<file path="src/include/chol_macros.svh">
`ifndef CHOL_MACROS_SVH
`define CHOL_MACROS_SVH

// Matrix geometry
`define CHOL_N          5
`define CHOL_ELEMS      15      // Lower triangle words, N*(N+1)/2

// Fixed-point format
`define CHOL_WORD_BITS  32      // Q16.16 word
`define CHOL_FRAC_BITS  16
`define CHOL_ACC_BITS   64      // Product sum, window 47:16 is used

// Worst case from accept to out_valid.
// Per-element overhead, one cycle per product term, 24 root iterations
// plus load and finish per diagonal, 32 divide iterations plus load and
// finish per off-diagonal element, then some slack.
`define CHOL_MAX_CYCLES (`CHOL_ELEMS * 4 \
    + (`CHOL_N - 1) * `CHOL_N * (`CHOL_N + 1) / 6 \
    + `CHOL_N * 26 \
    + (`CHOL_ELEMS - `CHOL_N) * 34 \
    + 64)

`endif

</file>
<file path="src/source/chol_pkg.sv">
`default_nettype none

`include "chol_macros.svh"

package chol_pkg;

    // ==================================================
    // Scalar types
    // ==================================================

    typedef logic signed [`CHOL_WORD_BITS-1:0] fixed_t;    // Signed Q16.16

    typedef logic [3:0] elem_idx_t;                         // Triangle position 0..14

    typedef logic signed [`CHOL_ACC_BITS-1:0] acc_t;

    // Element 0 is (1,1), then (2,1), (2,2), (3,1) and so on row by row
    typedef fixed_t [`CHOL_ELEMS-1:0] tri_matrix_t;

    // ==================================================
    // Transfer records
    // ==================================================

    // Request to the square-root or divide unit
    typedef struct packed {
        fixed_t    operand;     // Radicand or dividend
        fixed_t    divisor;     // L(j,j), root unit ignores it
        elem_idx_t idx;         // Destination element
    } op_req_t;

    // One finished element of L
    typedef struct packed {
        elem_idx_t idx;
        fixed_t    value;
        logic      last;        // Set on element (5,5)
    } l_write_t;

endpackage

`default_nettype wire

</file>
<file path="src/source/chol_div_unit.sv">
`timescale 1ns/1ps
`default_nettype none

`include "chol_macros.svh"

module chol_div_unit (
    input  logic              clk,
    input  logic              rst,
    input  chol_pkg::op_req_t req,
    input  logic              req_valid,
    output chol_pkg::fixed_t  res,
    output logic              res_valid
);

    localparam int Q_BITS   = `CHOL_WORD_BITS;     // One quotient bit per iteration
    localparam int REM_BITS = Q_BITS + 2;

    typedef enum logic [1:0] {S_IDLE, S_RUN, S_FIN} state_t;

    state_t              state;
    logic [4:0]          cnt;
    logic                neg;                       // Quotient sign
    logic [Q_BITS-1:0]   op_mag;
    logic [Q_BITS-1:0]   dvs_mag;
    logic [Q_BITS-1:0]   dvd;                       // Low dividend bits still to bring down
    logic [Q_BITS-1:0]   dvs;
    logic [Q_BITS-1:0]   quo;
    logic [REM_BITS-1:0] rem;
    logic [REM_BITS-1:0] rem_sh;
    logic                fits;

    always_comb begin
        op_mag  = req.operand[Q_BITS-1] ? Q_BITS'(-req.operand) : req.operand;
        dvs_mag = req.divisor[Q_BITS-1] ? Q_BITS'(-req.divisor) : req.divisor;
        rem_sh  = {rem[REM_BITS-2:0], dvd[Q_BITS-1]};
        fits    = (rem_sh >= {2'b00, dvs});
    end

    always_ff @(posedge clk) begin
        if (rst) begin
            state     <= S_IDLE;
            cnt       <= '0;
            res_valid <= 1'b0;
        end else begin
            res_valid <= 1'b0;
            case (state)
                S_IDLE: begin
                    if (req_valid) begin
                        cnt   <= '0;
                        state <= S_RUN;
                    end
                end
                S_RUN: begin
                    cnt <= cnt + 5'd1;
                    if (cnt == 5'(Q_BITS - 1)) begin
                        state <= S_FIN;
                    end
                end
                S_FIN: begin
                    res_valid <= 1'b1;
                    state     <= S_IDLE;
                end
                default: state <= S_IDLE;
            endcase
        end
    end

    always_ff @(posedge clk) begin
        if (state == S_IDLE && req_valid) begin
            // Dividend is |operand| << 16, upper 16 bits go straight in
            rem <= REM_BITS'(op_mag[Q_BITS-1:`CHOL_FRAC_BITS]);
            dvd <= {op_mag[`CHOL_FRAC_BITS-1:0], {(Q_BITS - `CHOL_FRAC_BITS){1'b0}}};
            dvs <= dvs_mag;
            quo <= '0;
            neg <= (req.operand[Q_BITS-1] ^ req.divisor[Q_BITS-1]) && (req.divisor != '0);
        end else if (state == S_RUN) begin
            rem <= fits ? rem_sh - {2'b00, dvs} : rem_sh;
            dvd <= dvd << 1;
            quo <= {quo[Q_BITS-2:0], fits};
        end
        if (state == S_FIN) begin
            res <= neg ? -quo : quo;    // Zero divisor leaves all ones
        end
    end

endmodule

`default_nettype wire

</file>
<file path="config.mk">
export PLATFORM = sky130hd
export DESIGN_NAME = chol_div_unit
export DESIGN_NICKNAME = d
export VERILOG_FILES = /design/src/source/chol_pkg.sv /design/src/source/chol_div_unit.sv
export VERILOG_INCLUDE_DIRS = /design/src /design/src/include
export SDC_FILE = /design/constraint.sdc
export NUM_CORES = 1
export LEC_CHECK = 0
export ABC_CLOCK_PERIOD_IN_PS = 10400
export BUFFER_PORTS_ARGS = -buffer_cell sky130_fd_sc_hd__buf_2
export CORE_ASPECT_RATIO = 1.5
export CORE_MARGIN = 2
export CORE_UTILIZATION = 35
export DETAILED_ROUTE_END_ITERATION = 8
export RECOVER_POWER = 25
export SYNTH_ARGS = -nofsm -noshare
export SYNTH_HDL_FRONTEND = slang
export SYNTH_SLANG_ARGS = --single-unit
</file>
<file path="constraint.sdc">
create_clock -name clk -period 10.4 [get_ports clk]
set_clock_uncertainty 0.1 [all_clocks]
set_input_delay 1.04 -clock clk [delete_from_list [all_inputs] [get_ports clk]]
set_output_delay 1.04 -clock clk [all_outputs]
set_load 0.03 [all_outputs]
</file>
Word level (Yosys, flattened, before mapping)

Index checks and enable logic that the tools add are counted.

Memory bits (writable): 0
Input bits: 71
Memories: 0
Latch bits: 0
Word-level logic and storage cells: 45
ROM bits: 0
Register bits after elaboration: 154

Divide/modulo/power cells: 0
$mul: 0
Bitwise logic cells: 1
Shift-type cells: 0
Magnitude comparators: 1
Muxes and demuxes: 14
Reductions and logical operators: 8
Equality and inequality tests: 5
$add $sub $neg: 5

Operators with widths:

| cell                  | number |
|---|---|
| $mux W32              | 4 |
| $neg A32 Y32          | 3 |
| $ge A34 B32 Y1        | 1 |
| $mux W33              | 1 |
| $sub A33 B32 Y33      | 1 |
| $mux W16              | 2 |
| $reduce_bool A32 Y1   | 1 |
| $mux W31              | 1 |
| $pmux W5 S2           | 1 |
| $add A5 B1 Y5 const B | 1 |
| $eq A5 B5 Y1 const B  | 1 |
| $mux W5               | 1 |
| $mux W2               | 2 |
| $ne A2 B2 Y1 const B  | 2 |
| $pmux W2 S2           | 1 |
| $reduce_and A2 Y1     | 2 |
| $reduce_bool A2 Y1    | 2 |
| $eq A2 B1 Y1 const B  | 1 |
| $eq A2 B2 Y1 const B  | 1 |
| $logic_and A1 B1 Y1   | 2 |
| $logic_not A2 Y1      | 1 |
| $mux W1               | 1 |
| $xor A1 B1 Y1         | 1 |

Logic depth before layout (Yosys ltp)

Gate-level depths: netlist of the first run.

Depth after elaboration: 4
Depth in mapped cells: 15

Worst setup path after synthesis of the first run

OpenSTA, ideal clock, no wires.

Kind: input to register
From: in req[36] (netlist bit)
To: reg rem[14] (data pin)
Arrival time: 3601 ps
Buffers on the path: 0
Required time: 9980 ps
Slack: 6380 ps
Stages on the path: 9
Library setup time: 320 ps
Path through: inv_1 > ha_1 > or3b_2 > or4_1 > or4_1 > or3_4 > o41ai_1 > xor2_1 > a21oi_1

Cells in the longest elaborated chain, start to end: 3

RTL lines:

| what                   | RTL line            | RTL |
|---|---|---|
| start: declaration     | chol_div_unit.sv:9  | `input chol_pkg::op_req_t req,` |
| $neg A32 Y32           | chol_div_unit.sv:33 | `op_mag = req.operand[Q_BITS-1] ? Q_BITS'(-req.operand) : req.operand;` |
| $mux W32               | chol_div_unit.sv:33 |  |
| $mux W16               | chol_div_unit.sv:69 | `if (state == S_IDLE && req_valid) begin` |
| end signal: assignment | chol_div_unit.sv:71 | `` rem <= REM_BITS'(op_mag[Q_BITS-1:`CHOL_FRAC_BITS]); `` |
| end signal: assignment | chol_div_unit.sv:77 | `rem <= fits ? rem_sh - {2'b00, dvs} : rem_sh;` |
| end: declaration       | chol_div_unit.sv:28 | `logic [REM_BITS-1:0] rem;` |

No other way between the ends.
A chain may end at the register's enable or synchronous reset.

Worst setup path after layout of the first run

From: reg dvd[31]
To: reg rem[14] (data pin)

Cells in the longest elaborated chain, start to end: 4

RTL lines:

| what                                               | RTL line                                 | RTL |
|---|---|---|
| start: declaration                                 | chol_div_unit.sv:25                      | `logic [Q_BITS-1:0] dvd;` |
| start signal: assignment                           | chol_div_unit.sv:72                      | `` dvd <= {op_mag[`CHOL_FRAC_BITS-1:0], {(Q_BITS - `CHOL_FRAC_BITS){1'b0}}}; `` |
| start signal: assignment                           | chol_div_unit.sv:78                      | `dvd <= dvd << 1;` |
| $sub A33 B32 Y33 or $ge A34 B32 Y1 (tied branches) | chol_div_unit.sv:77, chol_div_unit.sv:36 |  |
| $mux W33 (*)                                       | chol_div_unit.sv:77                      |  |
| $mux W16 (*)                                       | chol_div_unit.sv:76                      | `end else if (state == S_RUN) begin` |
| $mux W16 (*)                                       | chol_div_unit.sv:69                      |  |

Every way passes the cells marked *; elsewhere a longest branch is shown, timed or not. The select of a mux whose other input is x is not followed.

==> impl_metrics.ini, run 1 <==
[yosys]
ys_ff_latch = 154
async_flop_share_pct = 0
syn_avg_cell_area_um2 = 9.25
netlist-cell-type-count = 62
ys_warn_count = 0
ys_seq_area_share_pct = 43.8
synthFlopType = edfxtp_1
synth-edff-count = 97
syn_inst = 1000
synth.net_count = 1109
syn_area_um2 = 9250

[floorplanning]
design.core.area_um2 = 25900
ioPinCount = 104
start_util_pct = 35.8
rows = 72
chipWidth_um = 137
fp.dieArea_um2 = 27800
die_h_um = 203

[sta]
setup_slack_ns = 6.08
finalSetupViolations = 0
fin_crit_ns = 4.32
setup_tns_ns = 0
finalHoldViolCount = 0
post-route-period-util_pct = 41.6
tightest_slew_ns = 2.71
slew_violations = 144
rsz0062_at_grt = false
slew_headroom_pct = -80.7
clock.fmax_ghz = 0.231

[clocking]
clk_pin_slew_ns = 0.06
ctsLongestPathBuffers = 2
numClockSinks = 154
cts_setup_buffers = 0
clock_latency_ns = 0.43
htree_levels = 4
cts_tree = yes
post_cts_resized = 0
cts-root-buf = clkbuf_16
numCtsBuffers = 17
cts_hold_buf = 0

[finish]
final_core_util_pct = 41.3
layout_common_cells = nand2_1, o21ai_0, edfxtp_1
drive_gt1_share_pct = 13.5
final_common_cell = nand2_1
num_antenna_cells = 0
n_fill_cell = 2520
area_growth_pct = 15.6
fin_nets = 1189

[outcome]
outcome = finished, violations left
violations = max-capacitance violations, max-slew violations

[place]
hpwl_um = 15100
gp_congestion = 0.865
numPortBuffers = 99
dp_worst_setup_slack_ns = 5.90

[setup_path]
r2r_end = rem[14]
cp-start-kind = register
cp-startpoint = dvd[31]
worst-path-stages = 14
r2r_start = dvd[31]
ff2ff_setup_slack_ns = 6.08
cp-endpoint = rem[14]
cp_max_fo = 32
arrival_ns = 4.36
endpoint_kind = register
worst_path_max_delay_cell = a21oi_4
critPathKind = register to register
cp_top_family = compound AO/OA/AOI/OAI gates
crit_chain = inv_1 -> ha_1 -> inv_1 -> fa_1 -> a21oi_1 -> o221ai_1 -> a31oi_1 -> o211ai_1 -> o21bai_1 -> a21oi_4 -> buf_4 -> nor2_1 -> a211oi_1 -> a21oi_1
r2r.worst_path.cells = 14
worst_ep_required_time_ns = 10.44
cp_num_buf_inv = 3
critPathMaxStageDelay_ns = 0.68

[detailed_routing]
first_iter_violations = 408
drt_wl_total_um = 20800
routed-via-count = 7360
drt_pre_antenna_iters = 4
via_per_inst = 5.16
wl_per_cell_um = 14.6
antenna_left = 0
drc = 0

[global_routing]
overflow = 0
grt_pass1_vias = 7273
grt_pass1_wl_um = 34500
grt_max_degree = 93
grt.total_usage_pct = 15.6
antenna_found_initial = 0

[power]
p_leak_nw = 4.15
powerDensity_nw_per_um2 = 227
ir_drop_mv = 0.129

[job]
drv_cap = 3

[worst_hold_path]
hold_path_class = register to register
[Yosys cell counts (29+ instances only)]
| library cell | n | share of area (%) |
|---|---|---|
| dfxtp_1 | 57 | 12 |
| edfxtp_1 | 97 | 32 |
| nand2_1 | 143 | 5.8 |
| clkbuf_1 | 43 | 1.7 |
| o31ai_1 | 29 | 2.4 |
| ha_1 | 37 | 5.0 |
| xor2_1 | 39 | 3.7 |
| o21ai_0 | 111 | 6.0 |
| xnor2_1 | 76 | 7.2 |
| a21oi_1 | 56 | 3.0 |
| nor2_1 | 48 | 1.9 |
| inv_1 | 51 | 2.1 |
[per-layer routing]
metal | global-route usage, % | routed length, um | vias up | part of all wire (%)
met4 | 7.07 | 676 | 0 | 3.3
met1 | 16.6 | 8430 | 3413 | 41
li1 | - | - | 3782 | -
met2 | 28.9 | 11000 | 131 | 53
met3 | 3.30 | 661 | 34 | 3.2
met5 | 0 | 0 | - | 0
[final cells by class]
class,count,area [um^2],area share (%)
Clock inverter,11,156,1.46
Sequential cell,154,4050,37.9
Clock buffer,21,493,4.61
Multi-Input combinational cell,747,4840,45.2
Timing Repair Buffer,108,537,5.02
Inverter,52,195,1.83
Tap cell,333,417,3.90
[registers in the layout (all words and copies together), names as in the netlist]
register	flops
dvd	16
rem	33
res_valid	1
quo	32
state	2
neg	1
res	32
dvs	32
cnt	5
[how the worst min path moves through the flow]
stage,startpoint,cells past startpoint,endpoint,slack (ns)
3_3_place_gp,quo[31],2,quo[31],0.36
2_1_floorplan,quo[31],2,quo[31],0.35
5_1_grt,cnt[4],2,cnt[4],0.40
6_report,quo[31],2,quo[31],0.37
4_1_cts,quo[31],2,quo[31],0.38
3_5_place_dp,quo[31],2,quo[31],0.37
[through the flow]
stage,power (W),instance area [um^2],std cells,hold WS [ns]
6_report,0.00243,10700,1426,0.373
5_1_grt,0.00260,10700,1426,0.404
4_1_cts,0.00245,10700,1426,0.381
3_5_place_dp,0.00176,10100,1394,0.372
3_3_place_gp,0.00176,10100,1394,0.360
2_1_floorplan,0.00154,9250,1000,0.348
[report_power, final]
part           switching (W)  internal [W]  leakage, nW
combinational       0.000548      0.000386         2.45
clock               0.000260      0.000415        0.307
sequential         0.0000570      0.000762         1.39
[cells by family (layout without fill, tap and decap cells)]
family	count (synthesis)	after routing	share of synthesized area, %
and+or+nand+nor	302	302	15.8
AOI/OAI and AO/OA	278	278	18.7
DFF	154	154	43.8
xor gates and xnor gates	115	115	10.9
buffers and inverters	99	192	4.03
adders and majority gates	38	38	5.22
muxes	14	14	1.52
[worst register-to-register path, delay by kind of cell, from the launching register on]
kind                     cells  cell delay (ns)
AO/OA/AOI/OAI                8             2.29
adder cells (fa/ha/maj)      2             0.54
buffers and inverters        3             0.60
flip-flops                   1             0.40
AND/OR/NAND/NOR              1             0.10
(Power assumes the default switching activity.)
==> run 2, diff against run 1 <==
ABC_CLOCK_PERIOD_IN_PS = 4100   (was 10400)
clock period = 4.1 ns   (was 10.4 ns; I/O delays follow)
==> impl_metrics.ini, run 2 (synthesis gave the netlist of run 1 again) <==
[place]
hpwl_um = 15700
dp.cells = 1397
dp_worst_setup_slack_ns = 0.458
gp_congestion = 0.869
place_area_um2 = 10100
numPortBuffers = 99

[detailed_routing]
antenna_left = 0
wl_per_cell_um = 14.9
routed-via-count = 7478
first_iter_violations = 352
drt_pre_antenna_iters = 4
drc = 0
via_per_inst = 5.23
drt_wl_total_um = 21300

[floorplanning]
rows = 72
die_h_um = 203
chipWidth_um = 137
design.core.area_um2 = 25900
ioPinCount = 104
start_util_pct = 35.8
fp.dieArea_um2 = 27800

[sta]
finalHoldViolCount = 0
rsz0062_at_grt = false
fin_crit_ns = 3.53
finalSetupViolations = 0
tightest_slew_ns = 1.94
setup_tns_ns = 0
setup_slack_ns = 0.569
slew_violations = 81
clock.fmax_ghz = 0.283
slew_headroom_pct = -29.5
post-route-period-util_pct = 86.1

[power]
p_leak_nw = 4.11
total_power_w = 0.00612
powerDensity_nw_per_um2 = 575
ir_drop_mv = 0.328

[setup_path]
r2r_start = dvd[31]
critPathMaxStageDelay_ns = 0.41
ff2ff_setup_slack_ns = 0.57
r2r.worst_path.cells = 13
cp_max_fo = 3
arrival_ns = 3.79
worst_ep_required_time_ns = 4.36
cp-endpoint = rem[30]
r2r_end = rem[30]
endpoint_kind = register
cp-startpoint = dvd[31]
worst-path-stages = 13
cp-start-kind = register
critPathKind = register to register
crit_chain = inv_1 -> ha_1 -> inv_1 -> fa_1 -> a21oi_1 -> o22ai_1 -> o21ai_0 -> nand4bb_1 -> a41oi_1 -> o21ai_0 -> a311oi_1 -> nand3b_1 -> a31oi_1
cp_top_family = compound AO/OA/AOI/OAI gates
worst_path_max_delay_cell = edfxtp_1
cp_num_buf_inv = 2

[clocking]
cts_setup_buffers = 0
cts-root-buf = clkbuf_16
numClockSinks = 154
clk_pin_slew_ns = 0.07
post_cts_resized = 0
numCtsBuffers = 17
htree_levels = 4
cts_hold_buf = 0
cts_tree = yes
ctsLongestPathBuffers = 2
clock_latency_ns = 0.43

[outcome]
outcome = finished, violations left
violations = max-capacitance violations, max-slew violations

[finish]
final_common_cell = nand2_1
stdcell_count = 1429
area_growth_pct = 15.2
layout_common_cells = nand2_1, o21ai_0, edfxtp_1
finalInstanceArea_um2 = 10700
largest_reg_flops = 33
top_register = rem
num_antenna_cells = 0
drive_gt1_share_pct = 12.6
fin_nets = 1192

[global_routing]
grt_pass1_vias = 7303
grt.total_usage_pct = 15.9
grt_max_degree = 93
antenna_found_initial = 0
grt_pass1_wl_um = 35000
overflow = 0

[worst_hold_path]
hold_path_class = primary input to register

[job]
drv_cap = 2
[run 2: cell count changes in the layout (fill, tap and decap cells not counted), sizes merged]
cell	previous run	this run
clkbuf	32	43
inv	54	59
clkinv	3	6
bufinv	3	2
buf	97	85
clkinvlp	3	0
[run 2: layer usage]
metal / vias up / track usage (%) / part of all wire [%]
met4: 0 / 7.22 / 3.4
li1: 3778 / - / -
met2: 157 / 29.4 / 54
met3: 42 / 3.15 / 3.2
met5: - / 0 / 0
met1: 3501 / 16.9 / 40
[run 2: worst min path at each step]
stage / cells past startpoint / startpoint / endpoint / slack, ns
after floorplan: 2 / quo[31] / quo[31] / 0.35
after global placement: 2 / cnt[4] / cnt[4] / 0.36
after detailed placement: 2 / quo[31] / quo[31] / 0.37
after CTS: 1 / req[4] / dvs[0] / 0.05
after global routing: 1 / req[4] / dvs[0] / 0.08
final: 1 / req[4] / dvs[0] / 0.09
[run 2: report_power, final]
part	internal (W)	leakage, nW	switching, W	total [W]
Clock	0.000909	0.294	0.000681	0.00159
Combinational	0.00102	2.43	0.00142	0.00245
Sequential	0.00193	1.39	0.000157	0.00209
Total	0.00386	4.11	0.00226	0.00612
[run 2: area by class of cell]
cell class | count | area, um^2
multi-input combinational | 747 | 4840
fill | 2585 | 15200
timing repair buffer | 111 | 558
inverter | 52 | 195
sequential | 154 | 4050
clock buffer | 17 | 425
clock inverter | 15 | 163
tap | 333 | 417
[run 2: per-stage QoR]
| step | hold slack [ns] | utilization [%] |
|---|---|---|
| 3_5_place_dp | 0.371 | 39.1 |
| 2_1_floorplan | 0.348 | - |
| 6_report | 0.0913 | 41.2 |
| 5_1_grt | 0.0802 | 41.2 |
| 3_3_place_gp | 0.360 | 39.1 |
| 4_1_cts | 0.0474 | 41.3 |
==> run 3, diff against run 2 <==
BUFFER_PORTS_ARGS = -buffer_cell sky130_fd_sc_hd__clkbuf_2   (was -buffer_cell sky130_fd_sc_hd__buf_2)
PLACE_DENSITY = 0.48   (was unset)
==> impl_metrics.ini, run 3 (synthesis gave the netlist of run 1 again) <==
[outcome]
outcome = finished, violations left
violations = max-capacitance violations, max-slew violations

[sta]
fin_crit_ns = 3.60
rsz0062_at_grt = false
finalHoldViolCount = 0
tightest_slew_ns = 1.88
clock.fmax_ghz = 0.278
post-route-period-util_pct = 87.7
slew_violations = 81
slew_headroom_pct = -25.4
setup_tns_ns = 0
finalSetupViolations = 0

[clocking]
cts-root-buf = clkbuf_16
numCtsBuffers = 17
clk_pin_slew_ns = 0.07
cts_tree = yes
clock_latency_ns = 0.43
cts_setup_buffers = 0
htree_levels = 4
ctsLongestPathBuffers = 2
cts_hold_buf = 0
numClockSinks = 154
post_cts_resized = 0

[finish]
top_register = rem
area_growth_pct = 15.4
num_antenna_cells = 0
drive_gt1_share_pct = 12.2
layout_common_cells = nand2_1, o21ai_0, edfxtp_1
final_core_util_pct = 41.3
largest_reg_flops = 33
final_common_cell = nand2_1
fin_nets = 1195

[detailed_routing]
routed-via-count = 7254
wl_per_cell_um = 15.1
antenna_left = 0
via_per_inst = 5.07
first_iter_violations = 421
drt_pre_antenna_iters = 4
drc = 0
drt_wl_total_um = 21700

[global_routing]
antenna_found_initial = 0
grt_pass1_wl_um = 35100
grt_max_degree = 93
overflow = 0
grt.total_usage_pct = 15.9
grt_pass1_vias = 7052

[setup_path]
cp-startpoint = dvd[31]
arrival_ns = 3.86
critPathMaxStageDelay_ns = 0.40
critPathKind = register to register
r2r_start = dvd[31]
endpoint_kind = register
crit_chain = inv_1 -> ha_1 -> inv_1 -> fa_1 -> a21oi_1 -> o22ai_1 -> o21ai_0 -> nand4bb_1 -> a41oi_1 -> buf_4 -> o21ai_0 -> a311oi_1 -> nand3b_1 -> a31oi_1
cp-start-kind = register
worst_ep_required_time_ns = 4.36
ff2ff_setup_slack_ns = 0.50
worst_path_max_delay_cell = edfxtp_1
cp_max_fo = 4

[floorplanning]
die_h_um = 203
fp.dieArea_um2 = 27800
design.core.area_um2 = 25900
chipWidth_um = 137
start_util_pct = 35.8
rows = 72
ioPinCount = 104

[job]
drv_cap = 2

[power]
powerDensity_nw_per_um2 = 573
ir_drop_mv = 0.339
p_leak_nw = 4.12

[worst_hold_path]
hold_path_class = primary input to register
hp-start = req[4]

[place]
gp_congestion = 0.895
hpwl_um = 16000
numPortBuffers = 99
[run 3: cell count changes in the layout (fill, tap and decap cells not counted)]
cell        before  now
buf_2           76    0
buf_4            8   12
clkbuf_1        26   31
clkbuf_2         0   70
clkinvlp_4       0    3
inv_6            7    1
inv_8            0    3
nand2b_1         7    8
nand2b_2         1    0
nor2b_1          7    8
nor2b_2          2    1
[run 3: per-layer routing]
| metal | routed length (um) | part of all wire (%) | global-route usage, % |
|---|---|---|---|
| met2 | 11500 | 53 | 29.3 |
| met4 | 456 | 2.1 | 5.73 |
| met5 | 0 | 0 | 0 |
| met3 | 621 | 2.9 | 2.95 |
| met1 | 9120 | 42 | 18.0 |
[run 3: report_power, final]
part	leakage [nW]	internal (W)	switching [W]
clock	0.285	0.000908	0.000685
combinational	2.44	0.00104	0.00140
sequential	1.39	0.00193	0.000147
[run 3: worst max-delay path, delay by kind of cell (launching register included)]
family / cells / cell delay, ns
buffers and inverters: 3 / 0.31
DFF: 1 / 0.40
adders and majority gates: 2 / 0.56
AOI/OAI and AO/OA: 7 / 1.77
and+or+nand+nor: 2 / 0.39
[run 3: cell type report]
| cell class | instances | area, um^2 |
|---|---|---|
| Fill cell | 2618 | 15200 |
| Clock inverter | 15 | 166 |
| Tap cell | 333 | 417 |
| Sequential cell | 154 | 4050 |
| Timing Repair Buffer | 114 | 577 |
| Multi-Input combinational cell | 747 | 4830 |
| Clock buffer | 17 | 425 |
| Inverter | 52 | 195 |
[run 3: worst paths after layout]
| check | end | cells past startpoint |
|---|---|---|
| worst max-delay path | rem[30] | 14 |
| worst min-delay path | dvs[0] | 1 |
| worst min register to register | cnt[4] | 2 |
| worst max register to register | rem[30] | 14 |
[run 3: through the flow]
step,cell area [um^2],hold slack (ns),std cells,total power (W),worst slack [ns]
after CTS,10700,0.0550,1432,0.00619,0.495
after global placement,10100,0.360,1400,0.00456,0.351
after detailed placement,10100,0.370,1400,0.00456,0.346
after floorplan,9250,0.348,1000,0.00391,0.710
after global routing,10700,0.0858,1432,0.00655,0.263
final,10700,0.0952,1432,0.00611,0.504
